--- src/common/dsp_ctrl_pkg.sv ---
////////////////////////////////////////
// Types and constants shared by the DSP control slice
// The same settings addresses decode in every instance
// Readback indices follow the legacy 16-word status map
////////////////////////////////////////

package dsp_ctrl_pkg;

   // Bus and field widths
   typedef logic [7:0]  set_addr_t;   // Settings register address
   typedef logic [31:0] set_data_t;   // Settings write data
   typedef logic [3:0]  rb_addr_t;    // Readback word index
   typedef logic [31:0] rb_word_t;    // Readback word
   typedef logic [31:0] seconds_t;
   typedef logic [31:0] ticks_t;
   typedef logic [63:0] vita_time_t;  // Seconds in [63:32], ticks in [31:0]
   typedef logic [7:0]  led_t;
   typedef logic [3:0]  ctrl_nib_t;   // SERDES or ADC control group
   typedef logic [4:0]  clk_ctrl_t;   // Clock generator control

   ////////////////////////////////////////
   // Settings bus map

   localparam set_addr_t SR_MISC   = 8'd0;    // Offset 5 of this block is unused
   localparam set_addr_t SR_TIME64 = 8'd10;

   localparam set_addr_t SR_CLK_CTRL = SR_MISC + 8'd0;
   localparam set_addr_t SR_SER_CTRL = SR_MISC + 8'd1;
   localparam set_addr_t SR_ADC_CTRL = SR_MISC + 8'd2;
   localparam set_addr_t SR_LED_SW   = SR_MISC + 8'd3;
   localparam set_addr_t SR_PHY_RST  = SR_MISC + 8'd4;
   localparam set_addr_t SR_LED_SRC  = SR_MISC + 8'd6;

   localparam set_addr_t SR_TIME_SECS  = SR_TIME64 + 8'd0;
   localparam set_addr_t SR_TIME_TICKS = SR_TIME64 + 8'd1;  // Loads the time

   ////////////////////////////////////////
   // Readback word indices

   localparam rb_addr_t RB_PACKED_CTRL = 4'd9;
   localparam rb_addr_t RB_TIME_HI     = 4'd10;
   localparam rb_addr_t RB_TIME_LO     = 4'd11;
   localparam rb_addr_t RB_COMPAT      = 4'd12;
   localparam rb_addr_t RB_MISC_STATUS = 4'd13;
   localparam rb_addr_t RB_PPS_HI      = 4'd14;
   localparam rb_addr_t RB_PPS_LO      = 4'd15;

   // Bump major when software must change, minor otherwise
   localparam rb_word_t COMPAT_NUM = {16'd8, 16'd2};

   // LEDs 1 to 4 follow hardware after reset
   localparam led_t LED_SRC_AT_RESET = 8'h1E;

endpackage
--- src/hw/dsp_ctrl_core.sv ---
////////////////////////////////////////
// DSP clock control slice of the radio core
// Single clock domain, settings bus and status readback
// TICKS_PER_SEC must match the dsp_clk rate
////////////////////////////////////////

module dsp_ctrl_core
   import dsp_ctrl_pkg::*;
#(
   parameter ticks_t TICKS_PER_SEC = 32'd100_000_000
)(
   input  logic      dsp_clk,
   input  logic      por_rst,

   // Settings bus
   input  logic      set_stb_i,
   input  set_addr_t set_addr_i,
   input  set_data_t set_data_i,

   // Status readback
   input  rb_addr_t  rb_addr_i,
   output rb_word_t  rb_data_o,

   input  logic      pps_i,
   output logic      pps_int_o,

   input  logic      clk_status_i,
   input  logic      button_i,
   input  logic      serdes_link_up_i,
   input  logic      run_rx_i,
   input  logic      run_tx_i,

   output led_t      leds_o,
   output clk_ctrl_t clock_ctrl_o,
   output ctrl_nib_t serdes_ctrl_o,
   output ctrl_nib_t adc_ctrl_o,
   output logic      phy_reset_n_o
);

   vita_time_t vita_time;
   vita_time_t vita_time_pps;
   logic       good_sync;
   rb_word_t   packed_ctrl;

   board_ctrl_regs board_ctrl_regs (
      .dsp_clk(dsp_clk), .por_rst(por_rst),
      .set_stb_i(set_stb_i), .set_addr_i(set_addr_i), .set_data_i(set_data_i),
      .clk_status_i(clk_status_i), .serdes_link_up_i(serdes_link_up_i),
      .good_sync_i(good_sync), .run_rx_i(run_rx_i), .run_tx_i(run_tx_i),
      .clock_ctrl_o(clock_ctrl_o), .serdes_ctrl_o(serdes_ctrl_o),
      .adc_ctrl_o(adc_ctrl_o), .phy_reset_n_o(phy_reset_n_o),
      .leds_o(leds_o), .packed_ctrl_o(packed_ctrl));

   ////////////////////////////////////////
   // VITA time

   vita_timekeeper #(.TICKS_PER_SEC(TICKS_PER_SEC)) vita_timekeeper (
      .dsp_clk(dsp_clk), .por_rst(por_rst),
      .set_stb_i(set_stb_i), .set_addr_i(set_addr_i), .set_data_i(set_data_i),
      .vita_time_o(vita_time));

   pps_capture pps_capture (
      .dsp_clk(dsp_clk), .por_rst(por_rst),
      .pps_i(pps_i), .vita_time_i(vita_time),
      .vita_time_pps_o(vita_time_pps), .good_sync_o(good_sync),
      .pps_int_o(pps_int_o));

   ////////////////////////////////////////
   // Readback

   status_readback status_readback (
      .dsp_clk(dsp_clk), .por_rst(por_rst),
      .rb_addr_i(rb_addr_i),
      .vita_time_i(vita_time), .vita_time_pps_i(vita_time_pps),
      .packed_ctrl_i(packed_ctrl),
      .button_i(button_i), .clk_status_i(clk_status_i),
      .serdes_link_up_i(serdes_link_up_i),
      .rb_data_o(rb_data_o));

endmodule

--- src/hw/status_readback.sv ---
////////////////////////////////////////
// Status readback, 16 words
// Data follows rb_addr_i one cycle later
// Words 0 to 8 read as zero
////////////////////////////////////////

module status_readback
   import dsp_ctrl_pkg::*;
(
   input  logic       dsp_clk,
   input  logic       por_rst,

   input  rb_addr_t   rb_addr_i,

   input  vita_time_t vita_time_i,
   input  vita_time_t vita_time_pps_i,
   input  rb_word_t   packed_ctrl_i,
   input  logic       button_i,
   input  logic       clk_status_i,
   input  logic       serdes_link_up_i,

   output rb_word_t   rb_data_o
);

   rb_word_t misc_status;

   // Bit positions kept from the legacy map
   assign misc_status = {18'b0, button_i, 1'b0, clk_status_i, serdes_link_up_i, 10'b0};

   always_ff @(posedge dsp_clk) begin
      if (por_rst) begin
         rb_data_o <= '0;
      end else begin
         case (rb_addr_i)
            RB_PACKED_CTRL: rb_data_o <= packed_ctrl_i;
            RB_TIME_HI:     rb_data_o <= vita_time_i[63:32];
            RB_TIME_LO:     rb_data_o <= vita_time_i[31:0];
            RB_COMPAT:      rb_data_o <= COMPAT_NUM;
            RB_MISC_STATUS: rb_data_o <= misc_status;
            RB_PPS_HI:      rb_data_o <= vita_time_pps_i[63:32];
            RB_PPS_LO:      rb_data_o <= vita_time_pps_i[31:0];
            default:        rb_data_o <= '0;   // Dropped functions
         endcase
      end
   end

   // Note the time words are read separately, software reads HI then LO
   // and checks for a ticks wrap itself

endmodule

--- src/hw/vita_time/pps_capture.sv ---
////////////////////////////////////////
// PPS input capture on dsp_clk
// Two flop sync plus edge register, 2 cycle latency
// good_sync stays set until reset
////////////////////////////////////////

module pps_capture
   import dsp_ctrl_pkg::*;
(
   input  logic       dsp_clk,
   input  logic       por_rst,

   input  logic       pps_i,
   input  vita_time_t vita_time_i,

   output vita_time_t vita_time_pps_o,
   output logic       good_sync_o,
   output logic       pps_int_o
);

   logic pps_meta;
   logic pps_sync;
   logic pps_del;
   logic pps_edge;

   always_ff @(posedge dsp_clk) begin
      if (por_rst) begin
         pps_meta <= 1'b0;
         pps_sync <= 1'b0;
         pps_del  <= 1'b0;
      end else begin
         pps_meta <= pps_i;      // Async input
         pps_sync <= pps_meta;
         pps_del  <= pps_sync;
      end
   end

   assign pps_edge = pps_sync & ~pps_del;

   always_ff @(posedge dsp_clk) begin
      if (por_rst) begin
         pps_int_o   <= 1'b0;
         good_sync_o <= 1'b0;
      end else begin
         pps_int_o <= pps_edge;   // One cycle per rising edge
         if (pps_edge)
            good_sync_o <= 1'b1;
      end
   end

   // Time at the capturing edge
   always_ff @(posedge dsp_clk) begin
      if (pps_edge)
         vita_time_pps_o <= vita_time_i;
   end

endmodule

--- src/hw/vita_time/vita_timekeeper.sv ---
////////////////////////////////////////
// Seconds and ticks counter, one tick per dsp_clk
// Seconds write is held, ticks write loads both at once
// Loaded ticks must be below TICKS_PER_SEC
////////////////////////////////////////

module vita_timekeeper
   import dsp_ctrl_pkg::*;
#(
   parameter ticks_t TICKS_PER_SEC = 32'd100_000_000
)(
   input  logic       dsp_clk,
   input  logic       por_rst,

   input  logic       set_stb_i,
   input  set_addr_t  set_addr_i,
   input  set_data_t  set_data_i,

   output vita_time_t vita_time_o
);

   localparam ticks_t LAST_TICK = TICKS_PER_SEC - 32'd1;

   seconds_t secs_held;   // Waits for the ticks write
   seconds_t secs;
   ticks_t   ticks;
   logic     load_secs;
   logic     load_time;

   assign load_secs = set_stb_i && (set_addr_i == SR_TIME_SECS);
   assign load_time = set_stb_i && (set_addr_i == SR_TIME_TICKS);

   always_ff @(posedge dsp_clk) begin
      if (por_rst) begin
         secs_held <= '0;
      end else if (load_secs) begin
         secs_held <= set_data_i;
      end
   end

   ////////////////////////////////////////
   // Time counter

   always_ff @(posedge dsp_clk) begin
      if (por_rst) begin
         secs  <= '0;
         ticks <= '0;
      end else if (load_time) begin
         secs  <= secs_held;
         ticks <= set_data_i;
      end else if (ticks == LAST_TICK) begin
         secs  <= secs + 32'd1;   // Rolls into the next second
         ticks <= '0;
      end else begin
         ticks <= ticks + 32'd1;
      end
   end

   assign vita_time_o = {secs, ticks};

endmodule

--- src/hw/board_ctrl_regs.sv ---
////////////////////////////////////////
// Board control registers on the settings bus
// Only the low bits of each write are kept
// LED source bit 1 selects hardware, 0 selects software
////////////////////////////////////////

module board_ctrl_regs
   import dsp_ctrl_pkg::*;
(
   input  logic      dsp_clk,
   input  logic      por_rst,

   input  logic      set_stb_i,
   input  set_addr_t set_addr_i,
   input  set_data_t set_data_i,

   input  logic      clk_status_i,
   input  logic      serdes_link_up_i,
   input  logic      good_sync_i,
   input  logic      run_rx_i,
   input  logic      run_tx_i,

   output clk_ctrl_t clock_ctrl_o,
   output ctrl_nib_t serdes_ctrl_o,
   output ctrl_nib_t adc_ctrl_o,
   output logic      phy_reset_n_o,
   output led_t      leds_o,
   output rb_word_t  packed_ctrl_o
);

   clk_ctrl_t clk_ctrl;
   ctrl_nib_t ser_ctrl;
   ctrl_nib_t adc_ctrl;
   led_t      led_sw;
   led_t      led_src;
   logic      phy_reset;     // Active high, pin is inverted
   led_t      led_hw;

   ////////////////////////////////////////
   // Setting registers

   always_ff @(posedge dsp_clk) begin
      if (por_rst) begin
         clk_ctrl  <= '0;
         ser_ctrl  <= '0;
         adc_ctrl  <= '0;
         led_sw    <= '0;
         phy_reset <= 1'b0;
         led_src   <= LED_SRC_AT_RESET;
      end else if (set_stb_i) begin
         case (set_addr_i)
            SR_CLK_CTRL: clk_ctrl  <= set_data_i[4:0];
            SR_SER_CTRL: ser_ctrl  <= set_data_i[3:0];
            SR_ADC_CTRL: adc_ctrl  <= set_data_i[3:0];
            SR_LED_SW:   led_sw    <= set_data_i[7:0];
            SR_PHY_RST:  phy_reset <= set_data_i[0];
            SR_LED_SRC:  led_src   <= set_data_i[7:0];
            default: ;   // Other blocks or unused slots
         endcase
      end
   end

   assign clock_ctrl_o  = clk_ctrl;
   assign serdes_ctrl_o = ser_ctrl;
   assign adc_ctrl_o    = adc_ctrl;
   assign phy_reset_n_o = ~phy_reset;

   ////////////////////////////////////////
   // LED source select

   // Link LED only once PPS has locked the time
   assign led_hw = {3'b000, run_tx_i, run_rx_i, clk_status_i,
                    serdes_link_up_i & good_sync_i, 1'b0};

   assign leds_o = (led_src & led_hw) | (~led_src & led_sw);

   // Readback image of the control state
   assign packed_ctrl_o = {led_src, led_sw, 4'h0, adc_ctrl, 4'h0, ser_ctrl};

endmodule

--- config.mk ---
export PLATFORM = sky130hd
export DESIGN_NAME = dsp_ctrl_core
export DESIGN_NICKNAME = d
export VERILOG_FILES = /design/src/common/dsp_ctrl_pkg.sv /design/src/hw/dsp_ctrl_core.sv /design/src/hw/status_readback.sv /design/src/hw/vita_time/pps_capture.sv /design/src/hw/vita_time/vita_timekeeper.sv /design/src/hw/board_ctrl_regs.sv
export SDC_FILE = /design/constraint.sdc
export NUM_CORES = 1
export LEC_CHECK = 0
export ABC_AREA = 0
export BUFFER_PORTS_ARGS = -buffer_cell sky130_fd_sc_hd__buf_4
export CAP_MARGIN = 15
export CORE_ASPECT_RATIO = 0.5
export CORE_UTILIZATION = 45
export DETAILED_ROUTE_END_ITERATION = 10
export PLACE_DENSITY_LB_ADDON = 0.12
export SLEW_MARGIN = 20
export SYNTH_ARGS = -nofsm -noshare
export SYNTH_HDL_FRONTEND = slang
export SYNTH_HIERARCHICAL = 1
export SYNTH_SLANG_ARGS = --single-unit
export TNS_END_PERCENT = 50
--- constraint.sdc ---
create_clock -name dsp_clk -period 2.89 [get_ports dsp_clk]
set_input_delay 0.4335 -clock dsp_clk [delete_from_list [all_inputs] [get_ports dsp_clk]]
set_output_delay 0.4335 -clock dsp_clk [all_outputs]
set_load 0.1 [all_outputs]
==> key figures, run 1 <==
Global route
  – Initial antenna violation count: 1
  – Largest net degree at the start of global routing: 59
  – Gr ovfl total: 0
  – Total GRT Usage: 28.0%
  – First-pass GRT wire length: 52700 um
  – Vias in the first global route: 8294

Min path
  – Hold Path Class: in -> reg
  – Hold Path End: vita_timekeeper/ticks[15]$_SDFF_PP0_
  – Hold Path Cell Cnt: 3
  – Startpoint of the worst hold path: set_data_i[15]

Die
  – Area of the die: 24800 um2
  – I/O Pins: 108
  – Die Wd: 222 um
  – Core Box Area: ~23000 um2
  – Rows: 39
  – Die Ht: 112 um
  – Initial Util: ~47%

Setup path
  – Largest stage delay, worst path: between 0.6 and 0.7 ns
  – CP required: between 3 and 4 ns
  – Crit path launch: vita_timekeeper/ticks[19]$_SDFF_PP0_
  – Startpoint Class: flop
  – R2r startpoint: vita_timekeeper/ticks[19]$_SDFF_PP0_
  – Setup crit end kind: flop
  – Reg-to-reg endpoint: vita_timekeeper/secs[3]$_SDFFE_PP0P_
  – Max stage delay cell, worst path: or4_4
  – R2r setup slk: roughly 0.17 ns
  – CP Max Fanout: 28
  – Critical path class: reg -> reg
  – Crit path DAT: 3.15 ns
  – R2R depth: 6
  – Worst path cell trace: nor4b_2, nand2_1, or4_4, buf_4, or3_1, a311oi_1

Place
  – I/O Buffers: 107
  – DP Cell Count: 1483
  – Post-DP HPWL: 24900 um
  – Pre-CTS setup slack: 0.239 ns
  – RePlAce Congestion: ~0.91

Finish
  – Fillers: 2107
  – Nets: 1255
  – Synth-to-layout area growth: 17.5%
  – Final non-filler cell total: 1523
  – Layout cells sized above 1: 21.8%
  – Diodes inserted: 0

Power
  – Post-route total power: 6840 uW
  – Maximum VDD drop: 330 uV
  – Pleak: about 0.0047 uW
  – Total power per unit cell area: 535 nW/um2

STA
  – Peak Freq: ~370 MHz
  – Max-slew violation count: 0
  – Worst Max-Slew Pin Slew: ~0.9 ns
  – Final worst slack: ~0.17 ns
  – Worst slew margin: 41.7%
  – Max Clock Skew: 0.0121 ns
  – RSZ-0062 raised after global routing: false
  – Period utilization: 94.1%
  – Min Tclk post-route: about 2.7 ns
  – Setup TNS: 0 ns
  – Final Hold Vio Count: 0
  – Endpoints failing setup: 0

Synth
  – Synth Flop Type: dfxtp_1
  – FF+latch count, synth: 227
  – Avg Cell Area, Syn: 9.79 um2
  – Synth cell types: 78
  – Post-synth EDFFs: 64
  – Post-synth ARST share: 0%
  – Mapped Area: around 11000 um2
  – Yosys warnings: 6
  – Seq/Total Area, Yosys: between 40% and 50%
  – Post-Syn Instances: 1110

Detailed routing
  – Detailed Route WL: 35000 um
  – DRC viols: 0
  – Starting DRT DRC Count: 902
  – Avg WL per Cell: 23.0 um
  – Vias per std cell: 5.97
  – DR vias: ~9000
  – Antenna Violating Nets Remaining: 0
  – 1st-pass router iterations: 5

Clock tree
  – H-tree depth: 1
  – Post-cts sizing count: 0
  – Root Driver: clkbuf_16
  – Reg clk slew, reported paths: about 0.070 ns
  – CTS tree: yes
  – Clock latency on the worst-skew pair: ~0.52 ns
  – Total CTS buffers: 22
  – Setup repair bufs after CTS: 0
  – Hold buffers post-CTS: 0
  – Clock buffer depth: 3
  – Total clock sinks: 227

Outcome
  – Run status: completed

Job
  – Maxcap violations: 0
-- through the flow --
| stage | area, um2 | util [%] | hold slack [ns] |
|---|---|---|---|
| 2_1_floorplan | 10900 | - | 0.414 |
| 3_3_place_gp | 12000 | 51.7 | 0.427 |
| 3_5_place_dp | 12000 | 51.7 | 0.428 |
| 4_1_cts | 12800 | 55.0 | 0.111 |
| 5_1_grt | 12800 | 55.0 | 0.135 |
| 6_report | 12800 | 55.0 | 0.126 |
-- synthesized netlist by cell type (3+ instances only) --
cell type,count,share of area (%)
o41ai_1,5,0.40
and4_1,9,0.73
mux2_2,35,3.6
nand2_1,120,4.1
a211oi_1,13,0.90
o31ai_1,8,0.55
a31oi_1,3,0.17
clkbuf_1,50,1.7
and3_1,48,2.8
xnor2_1,20,1.6
o21ai_0,47,2.2
xor2_1,12,0.97
edfxtp_1,64,18
nor3_1,15,0.69
nor2b_1,11,0.63
and2_1,6,0.35
dfxtp_1,163,30
and3b_1,4,0.32
nand4_1,28,1.6
buf_2,12,0.55
buf_6,10,1.0
o21ai_1,7,0.32
a311oi_1,16,1.3
nor3b_1,28,1.9
or4_1,10,0.69
or4b_1,4,0.37
buf_4,21,1.5
nand2b_1,35,2.0
mux2i_1,39,3.6
nor4b_1,4,0.32
inv_1,15,0.52
a21oi_1,66,3.0
nand3_1,32,1.5
a22oi_1,7,0.48
nor4_1,19,1.1
or3_1,6,0.35
a22oi_2,20,2.3
nor2_1,51,1.8
-- worst max-delay path by stage --
stage / end / slack, ns
2_1_floorplan: leds_o[1] / 0.002
6_report: vita_timekeeper/secs[3]$_SDFFE_PP0P_ / 0.17
3_3_place_gp: vita_timekeeper/secs[3]$_SDFFE_PP0P_ / 0.27
3_5_place_dp: vita_timekeeper/secs[3]$_SDFFE_PP0P_ / 0.24
4_1_cts: vita_timekeeper/secs[3]$_SDFFE_PP0P_ / 0.22
5_1_grt: vita_timekeeper/secs[10]$_SDFFE_PP0P_ / 0.05
-- cell families (layout without fill, tap and decap cells) --
family / after synthesis / after routing / synth area share, %
simple gates: 452 / 452 / 23.4
flops: 227 / 227 / 47.7
compound gates: 209 / 209 / 13.0
buf+inv: 110 / 209 / 5.36
mux: 77 / 77 / 7.64
xor+xnor: 32 / 32 / 2.58
fa+ha+maj: 2 / 2 / 0.230
other cells: 1 / 8 / 0.0345
-- registers in the layout, summed over array words and instances (netlist names) --
register                       flops
pps_capture/pps_int_o              1
vita_timekeeper/ticks             32
board_ctrl_regs/adc_ctrl_o         4
pps_capture/pps_del                1
board_ctrl_regs/serdes_ctrl_o      4
vita_timekeeper/secs              32
pps_capture/pps_meta               1
vita_timekeeper/secs_held         32
board_ctrl_regs/led_src            8
board_ctrl_regs/phy_reset          1
pps_capture/vita_time_pps_o       64
board_ctrl_regs/led_sw             8
board_ctrl_regs/clock_ctrl_o       5
pps_capture/good_sync_o            1
status_readback/rb_data_o         32
pps_capture/pps_sync               1
-- cells in the final DEF (no fill, tap or decap), drive strengths merged, types with 29 or more instances in the layout --
master and count:
dfxtp 163, buf 153, nand2 121, a21oi 67
edfxtp 64, o21ai 54, nor2 51, and3 49
mux2i 39, mux2 37, nand2b 36, nand3 32
nand4 29
-- per-layer routing --
| metal | routed length (um) | GRT usage [%] | vias to the layer above |
|---|---|---|---|
| met5 | 0 | 0 | - |
| met4 | 352 | 4.40 | 0 |
| met3 | 3710 | 8.79 | 29 |
| met2 | 14100 | 38.7 | 394 |
| met1 | 16800 | 42.7 | 4434 |
| li1 | - | - | 4228 |
-- power by group --
part           internal, uW  switching (uW)  total, uW
clock network          1800            1270       3070
registers              3300            22.2       3320
logic                   147             296        443
total                  5250            1590       6840
-- final cells by class --
class,instances,area (um2),area share (%)
sequential,227,5180,40.6
multi-input combinational,780,5140,40.3
timing repair buffer,153,1240,9.68
clock buffer,28,626,4.90
tap,307,384,3.01
clock inverter,12,136,1.07
inverter,16,60.1,0.470
-- critical path: cells and delay by family (launching register included) --
family                 cells  cell delay [ns]
buffers and inverters      1             0.25
AO/OA/AOI/OAI              1             0.24
flip-flops                 1             0.39
AND/OR/NAND/NOR            4             1.75
(Power assumes the default switching activity.)
==> run 2: changes to the inputs <==
--- a/config.mk
+++ b/config.mk
@@ -11,7 +11,7 @@
 export CORE_ASPECT_RATIO = 0.5
 export CORE_UTILIZATION = 45
 export DETAILED_ROUTE_END_ITERATION = 10
-export PLACE_DENSITY_LB_ADDON = 0.12
+export SETUP_SLACK_MARGIN = 0.05
 export SLEW_MARGIN = 20
 export SYNTH_ARGS = -nofsm -noshare
 export SYNTH_HDL_FRONTEND = slang
==> key figures, run 2 (same netlist as run 1, synthesis figures left out) <==
Global route
  – Gr ovfl total: 0 (unchanged)
  – First-pass GRT wire length: 53200 um (+0.99%)
  – Largest net degree at the start of global routing: 124 (+110%)
  – Initial antenna violation count: 0 (-1)
  – Total GRT Usage: 28.3% (+0.29 points)
  – Vias in the first global route: 8621 (+3.9%)

Clock tree
  – Root Driver: clkbuf_16
  – Hold buffers post-CTS: 0 (unchanged)
  – Clock latency on the worst-skew pair: 0.53 ns (about the same)
  – Total clock sinks: 227 (unchanged)
  – CTS tree: yes
  – Clock buffer depth: 3 (unchanged)
  – Reg clk slew, reported paths: 0.07 ns (about the same)
  – Total CTS buffers: 22 (unchanged)
  – H-tree depth: 1 (unchanged)

Detailed routing
  – Starting DRT DRC Count: 863 (-4.3%)
  – Vias per std cell: 5.97 (about the same)
  – DR vias: 9113 (+0.31%)
  – Detailed Route WL: 35000 um (+0.13%)
  – DRC viols: 0 (unchanged)
  – Antenna Violating Nets Remaining: 0 (unchanged)
  – 1st-pass router iterations: 5 (unchanged)
  – Avg WL per Cell: 22.9 um (-0.13%)

Finish
  – Synth-to-layout area growth: 17.1%
  – Fillers: 2134 (+1.3%)
  – Layout cells sized above 1: 22.1% (+0.27 points)
  – Final instance area: 12700 um2 (-0.35%)
  – Most frequent cells in the layout: dfxtp_1, buf_4, nand2_1
  – Most common cell after layout, fill and taps aside: dfxtp_1
  – Biggest register: pps_capture/vita_time_pps_o
  – Max reg flops: 64 (unchanged)
  – Nets: 1258 (+0.24%)

Die
  – I/O Pins: 108 (unchanged)
  – Core Box Area: 23200 um2 (unchanged)
  – Die Ht: 112 um (unchanged)
  – Initial Util: 46.8% (unchanged)
  – Area of the die: 24800 um2 (unchanged)
  – Die Wd: 222 um (unchanged)
  – Rows: 39 (unchanged)

STA
  – Final worst slack: 0.217 ns (+0.0450 ns)
  – Worst slew margin: 43.7% (+2.0 points)
  – Max-slew violation count: 0 (unchanged)
  – Peak Freq: 374 MHz (+1.7%)
  – Period utilization: 92.5% (-1.6 points)
  – Worst Max-Slew Pin Slew: 0.844 ns (-0.0307 ns)
  – Endpoints failing setup: 0 (unchanged)
  – Min Tclk post-route: 2.67 ns (-0.0450 ns)
  – RSZ-0062 raised after global routing: false
  – Max Clock Skew: 0.00962 ns (-0.00250 ns)
  – Setup TNS: 0 ns (unchanged)
  – Final Hold Vio Count: 0 (unchanged)

Place
  – I/O Buffers: 107 (unchanged)
  – RePlAce Congestion: 0.887 (-2.5%)
  – Post-DP HPWL: 24900 um (-0.23%)
  – Pre-CTS setup slack: 0.229 ns (-0.00997 ns)
  – Area after DPL: 12000 um2 (about the same)

Power
  – Pleak: 0.00465 uW (-0.18%)
  – Sw power: 1610 uW (+1.3%)
  – Clk pwr share: 43.2% (-1.7 points)
  – Register share of total power: 50.2% (+1.6 points)
  – Sw Share: 24.2% (+1.0 points)
  – Total power per unit cell area: 521 nW/um2 (-2.7%)
  – Combinational Power Share: 6.7% (+0.2 points)
  – Cell-internal power: 5020 uW (-4.4%)
  – Maximum VDD drop: 294 uV (-11%)

Setup path
  – CP required: 3.32 ns (about the same)
  – R2R depth: 7 (+1)
  – R2r setup slk: 0.22 ns (+0.05 ns)
  – Critical path class: reg -> reg
  – CP Max Fanout: 17 (-39%)
  – Startpoint Class: flop
  – R2r startpoint: vita_timekeeper/ticks[0]$_SDFF_PP0_
  – Reg-to-reg endpoint: vita_timekeeper/secs[13]$_SDFFE_PP0P_
  – Crit path DAT: 3.10 ns (-0.05 ns)
  – Setup crit end kind: flop

Job
  – Maxcap violations: 0 (unchanged)

Min path
  – Hold Path End: vita_timekeeper/ticks[16]$_SDFF_PP0_
  – Hold Path Cell Cnt: 3 (unchanged)
  – Startpoint of the worst hold path: set_data_i[16]
  – Hold Path Class: in -> reg

Outcome
  – Run status: completed
run 2: cell count changes in the layout (fill, tap and decap cells not counted), moves of 2 or more:
cell / delta
buf_4: +4
clkinv_4: +2
clkinv_1: -2
bufinv_16: -3
clkbuf_1: +2
run 2: final cells by class:
class	count	area (um2)	share of cell area, %
clock buffers	31	647	5.08
inverters	16	60.1	0.472
flip-flops and latches	227	5180	40.7
multi-input cells	780	5140	40.4
clock inverters	9	55.1	0.433
well taps	307	384	3.02
diodes	1	2.50	0.0197
repair buffers	156	1250	9.79
run 2: through the flow:
step                      utilization (%)  power [uW]  hold WS, ns  instances
after CTS                            54.8        6660        0.119       1526
after detailed placement             51.7        3830        0.440       1486
after global placement               51.7        3830        0.432       1486
after floorplan                         -        3670        0.414       1117
after global routing                 54.8        6840        0.139       1526
final                                54.8        6630        0.137       1527
run 2: worst max-delay path, stage by stage, from the launching register on:
cell and delay, ns:
dfxtp_1 0.40, ha_2 0.25, and4_4 0.28, nand2_4 0.05, or4_4 0.65, buf_12 0.20
or4_1 0.46, a311oi_1 0.28
run 2: routing by layer:
metal	part of all wire, %	track usage (%)	wire length, um	vias up
li1	-	-	-	4233
met4	1.5	5.09	542	0
met5	0	0	0	-
met2	40	39.5	14000	387
met1	49	43.4	17100	4455
met3	9.7	7.57	3420	38
run 2: how the worst max path moves through the flow:
stage / startpoint / endpoint / slack [ns]
after floorplan: vita_timekeeper/ticks[0]$_SDFF_PP0_ / vita_timekeeper/secs[13]$_SDFFE_PP0P_ / 0.44
after global placement: vita_timekeeper/ticks[0]$_SDFF_PP0_ / vita_timekeeper/secs[24]$_SDFFE_PP0P_ / 0.29
after detailed placement: vita_timekeeper/ticks[0]$_SDFF_PP0_ / vita_timekeeper/secs[28]$_SDFFE_PP0P_ / 0.23
after CTS: vita_timekeeper/ticks[0]$_SDFF_PP0_ / vita_timekeeper/secs[28]$_SDFFE_PP0P_ / 0.21
after global routing: vita_timekeeper/ticks[0]$_SDFF_PP0_ / vita_timekeeper/secs[28]$_SDFFE_PP0P_ / 0.08
final: vita_timekeeper/ticks[0]$_SDFF_PP0_ / vita_timekeeper/secs[13]$_SDFFE_PP0P_ / 0.22
run 2: what timing repair did:
item                       4_1_cts  5_1_grt
setup buffers                    0        0
setup endpoints to repair        0        1
gates resized for setup          0        1
run 2: power groups by stage:
stage	Clock [uW]	Sequential, uW	Combinational (uW)
after floorplan	0	3450	221
after global placement	0	3390	433
after detailed placement	0	3400	438
after CTS	2890	3320	439
after global routing	3050	3330	468
final	2860	3320	442
==> run 3: changes to the inputs <==
==> constraint.sdc (replaced) <==
create_clock -name dsp_clk -period 2.9 [get_ports dsp_clk]
set_input_delay 0.435 -clock dsp_clk [delete_from_list [all_inputs] [get_ports dsp_clk]]
set_output_delay 0.435 -clock dsp_clk [all_outputs]
set_load 0.1 [all_outputs]
==> key figures, run 3 (same netlist as run 1, synthesis figures left out) <==
Setup path
  – Critical path class: reg -> reg
  – Startpoint Class: flop
  – Largest stage delay, worst path: 0.63 ns (-0.02 ns)
  – CP Max Fanout: 17 (unchanged)
  – Max stage delay cell, worst path: or4_4
  – Setup crit end kind: flop
  – Crit path DAT: 3.15 ns (+0.05 ns)
  – Worst path cell trace: nor4b_2, nand2_1, or4_4, buf_12, or4_1, a311oi_1
  – CP required: 3.32 ns (about the same)

Finish
  – Nets: 1257 (-0.079%)
  – Layout cells sized above 1: 21.8% (-0.31 points)
  – Area of the multi-input gates: 5140 um2 (about the same)
  – Max reg flops: 64 (unchanged)
  – Most common cell after layout, fill and taps aside: dfxtp_1
  – Fillers: 2136 (+0.094%)
  – Final non-filler cell total: 1525 (-0.13%)
  – Most frequent cells in the layout: dfxtp_1, buf_4, nand2_1
  – FF+latch area: 5180 um2 (unchanged)
  – Biggest register: pps_capture/vita_time_pps_o
  – Diodes inserted: 0 (-1)
  – Synth-to-layout area growth: 17.4%

Place
  – DP Cell Count: 1485 (-0.067%)
  – Post-DP HPWL: 24600 um (-1.0%)
  – Pre-CTS setup slack: 0.278 ns (+0.0489 ns)
  – I/O Buffers: 107 (unchanged)
  – RePlAce Congestion: 0.911 (+2.7%)

STA
  – Min Tclk post-route: 2.73 ns (+0.0577 ns)
  – Setup TNS: 0 ns (unchanged)
  – Max Clock Skew: 0.00744 ns (-0.00218 ns)
  – Final Hold Vio Count: 0 (unchanged)
  – RSZ-0062 raised after global routing: false
  – Worst slew margin: 40.8% (-3.0 points)
  – Period utilization: 94.2% (+1.7 points)
  – Endpoints failing setup: 0 (unchanged)
  – Final worst slack: 0.169 ns (-0.0478 ns)
  – Peak Freq: 366 MHz (-2.1%)
  – Max-slew violation count: 0 (unchanged)
  – Worst Max-Slew Pin Slew: 0.889 ns (+0.0444 ns)

Power
  – Post-route total power: 6720 uW (+1.4%)
  – Clk pwr share: 44.1% (+0.9 points)
  – Combinational Power Share: 6.6% (about the same)
  – Cell-internal power: 5150 uW (+2.5%)
  – Register share of total power: 49.3% (-0.9 points)
  – Maximum VDD drop: 346 uV (+18%)
  – Pleak: 0.00466 uW (+0.21%)
  – Sw power: 1570 uW (-2.3%)
  – Total power per unit cell area: 527 nW/um2 (+1.1%)
  – Sw Share: 23.4% (-0.87 points)

Detailed routing
  – Starting DRT DRC Count: 912 (+5.7%)
  – Antenna Violating Nets Remaining: 0 (unchanged)
  – Avg WL per Cell: 23.1 um (+0.46%)
  – DR vias: 9177 (+0.70%)
  – 1st-pass router iterations: 5 (unchanged)
  – Detailed Route WL: 35200 um (+0.33%)
  – Vias per std cell: 6.02 (+0.83%)
  – DRC viols: 0 (unchanged)

Clock tree
  – CTS tree: yes
  – Post-cts sizing count: 0 (unchanged)
  – Total clock sinks: 227 (unchanged)
  – Root Driver: clkbuf_16
  – Reg clk slew, reported paths: 0.06 ns (about the same)
  – Clock latency on the worst-skew pair: 0.52 ns (about the same)
  – Total CTS buffers: 22 (unchanged)
  – Hold buffers post-CTS: 0 (unchanged)
  – Clock buffer depth: 3 (unchanged)
  – H-tree depth: 1 (unchanged)
  – Setup repair bufs after CTS: 0 (unchanged)

Global route
  – Total GRT Usage: 28.3% (-0.056 points)
  – Vias in the first global route: 8543 (-0.90%)
  – Gr ovfl total: 0 (unchanged)
  – First-pass GRT wire length: 53100 um (-0.30%)
  – Initial antenna violation count: 1 (+1)
  – Largest net degree at the start of global routing: 124 (unchanged)

Job
  – Maxcap violations: 0 (unchanged)

Die
  – Die Ht: 112 um (unchanged)
  – Rows: 39 (unchanged)
  – Initial Util: 46.8% (unchanged)
  – Area of the die: 24800 um2 (unchanged)
  – Core Box Area: 23200 um2 (unchanged)
  – Die Wd: 222 um (unchanged)
  – I/O Pins: 108 (unchanged)

Min path
  – Hold Path Class: in -> reg

Outcome
  – Run status: completed
[run 3: cell types whose count changed in the layout (fill, tap and decap cells not counted), sizes merged]
cell,change
buf,-1
bufinv,+2
clkbuf,+1
clkinv,-3
diode,-1
[run 3: final timing paths]
kind / from / to / slack, ns / depth (start not counted)
worst max-delay path: vita_timekeeper/ticks[20]$_SDFF_PP0_ / vita_timekeeper/secs[15]$_SDFFE_PP0P_ / 0.17 / 6
worst min register to register: vita_timekeeper/secs_held[16]$_SDFFE_PP0P_ / vita_timekeeper/secs[16]$_SDFFE_PP0P_ / 0.45 / 2
worst min-delay path: pps_i / pps_capture/pps_meta$_SDFF_PP0_ / 0.12 / 2
worst max register to register: vita_timekeeper/ticks[20]$_SDFF_PP0_ / vita_timekeeper/secs[15]$_SDFFE_PP0P_ / 0.17 / 6
[run 3: per-layer routing]
layer	GRT usage [%]	part of all wire [%]	up-vias
met2	39.2	39	373
met1	43.5	49	4533
met5	0	0	-
met3	7.84	9.7	36
met4	4.44	1.3	0
li1	-	-	4235
[run 3: power by group through the flow]
stage | Sequential [uW] | Combinational (uW) | Clock, uW
finish | 3310 | 441 | 2960
global route | 3310 | 467 | 3140
CTS | 3310 | 438 | 3010
detailed placement | 3380 | 437 | 0
global placement | 3380 | 433 | 0
floorplan | 3430 | 221 | 0
[run 3: area by class of cell]
cell class	instances	share of cell area, %
clock inverter	8	0.716
sequential	227	40.7
tap	307	3.01
timing repair buffer	155	9.81
multi-input combinational	780	40.3
inverter	16	0.471
clock buffer	32	5.01
[run 3: stage by stage]
step	cell area (um2)	hold WS (ns)	util, %
finish	12800	0.122	54.9
global route	12800	0.113	54.9
CTS	12800	0.107	54.9
detailed placement	12000	0.435	51.8
global placement	12000	0.424	51.8
floorplan	10900	0.414	-
[run 3: critical path, delay by kind of cell (launching register included)]
family                 cells  cell delay (ns)
AND/OR/NAND/NOR            4             1.70
flip-flops                 1             0.42
AO/OA/AOI/OAI              1             0.31
buffers and inverters      1             0.20
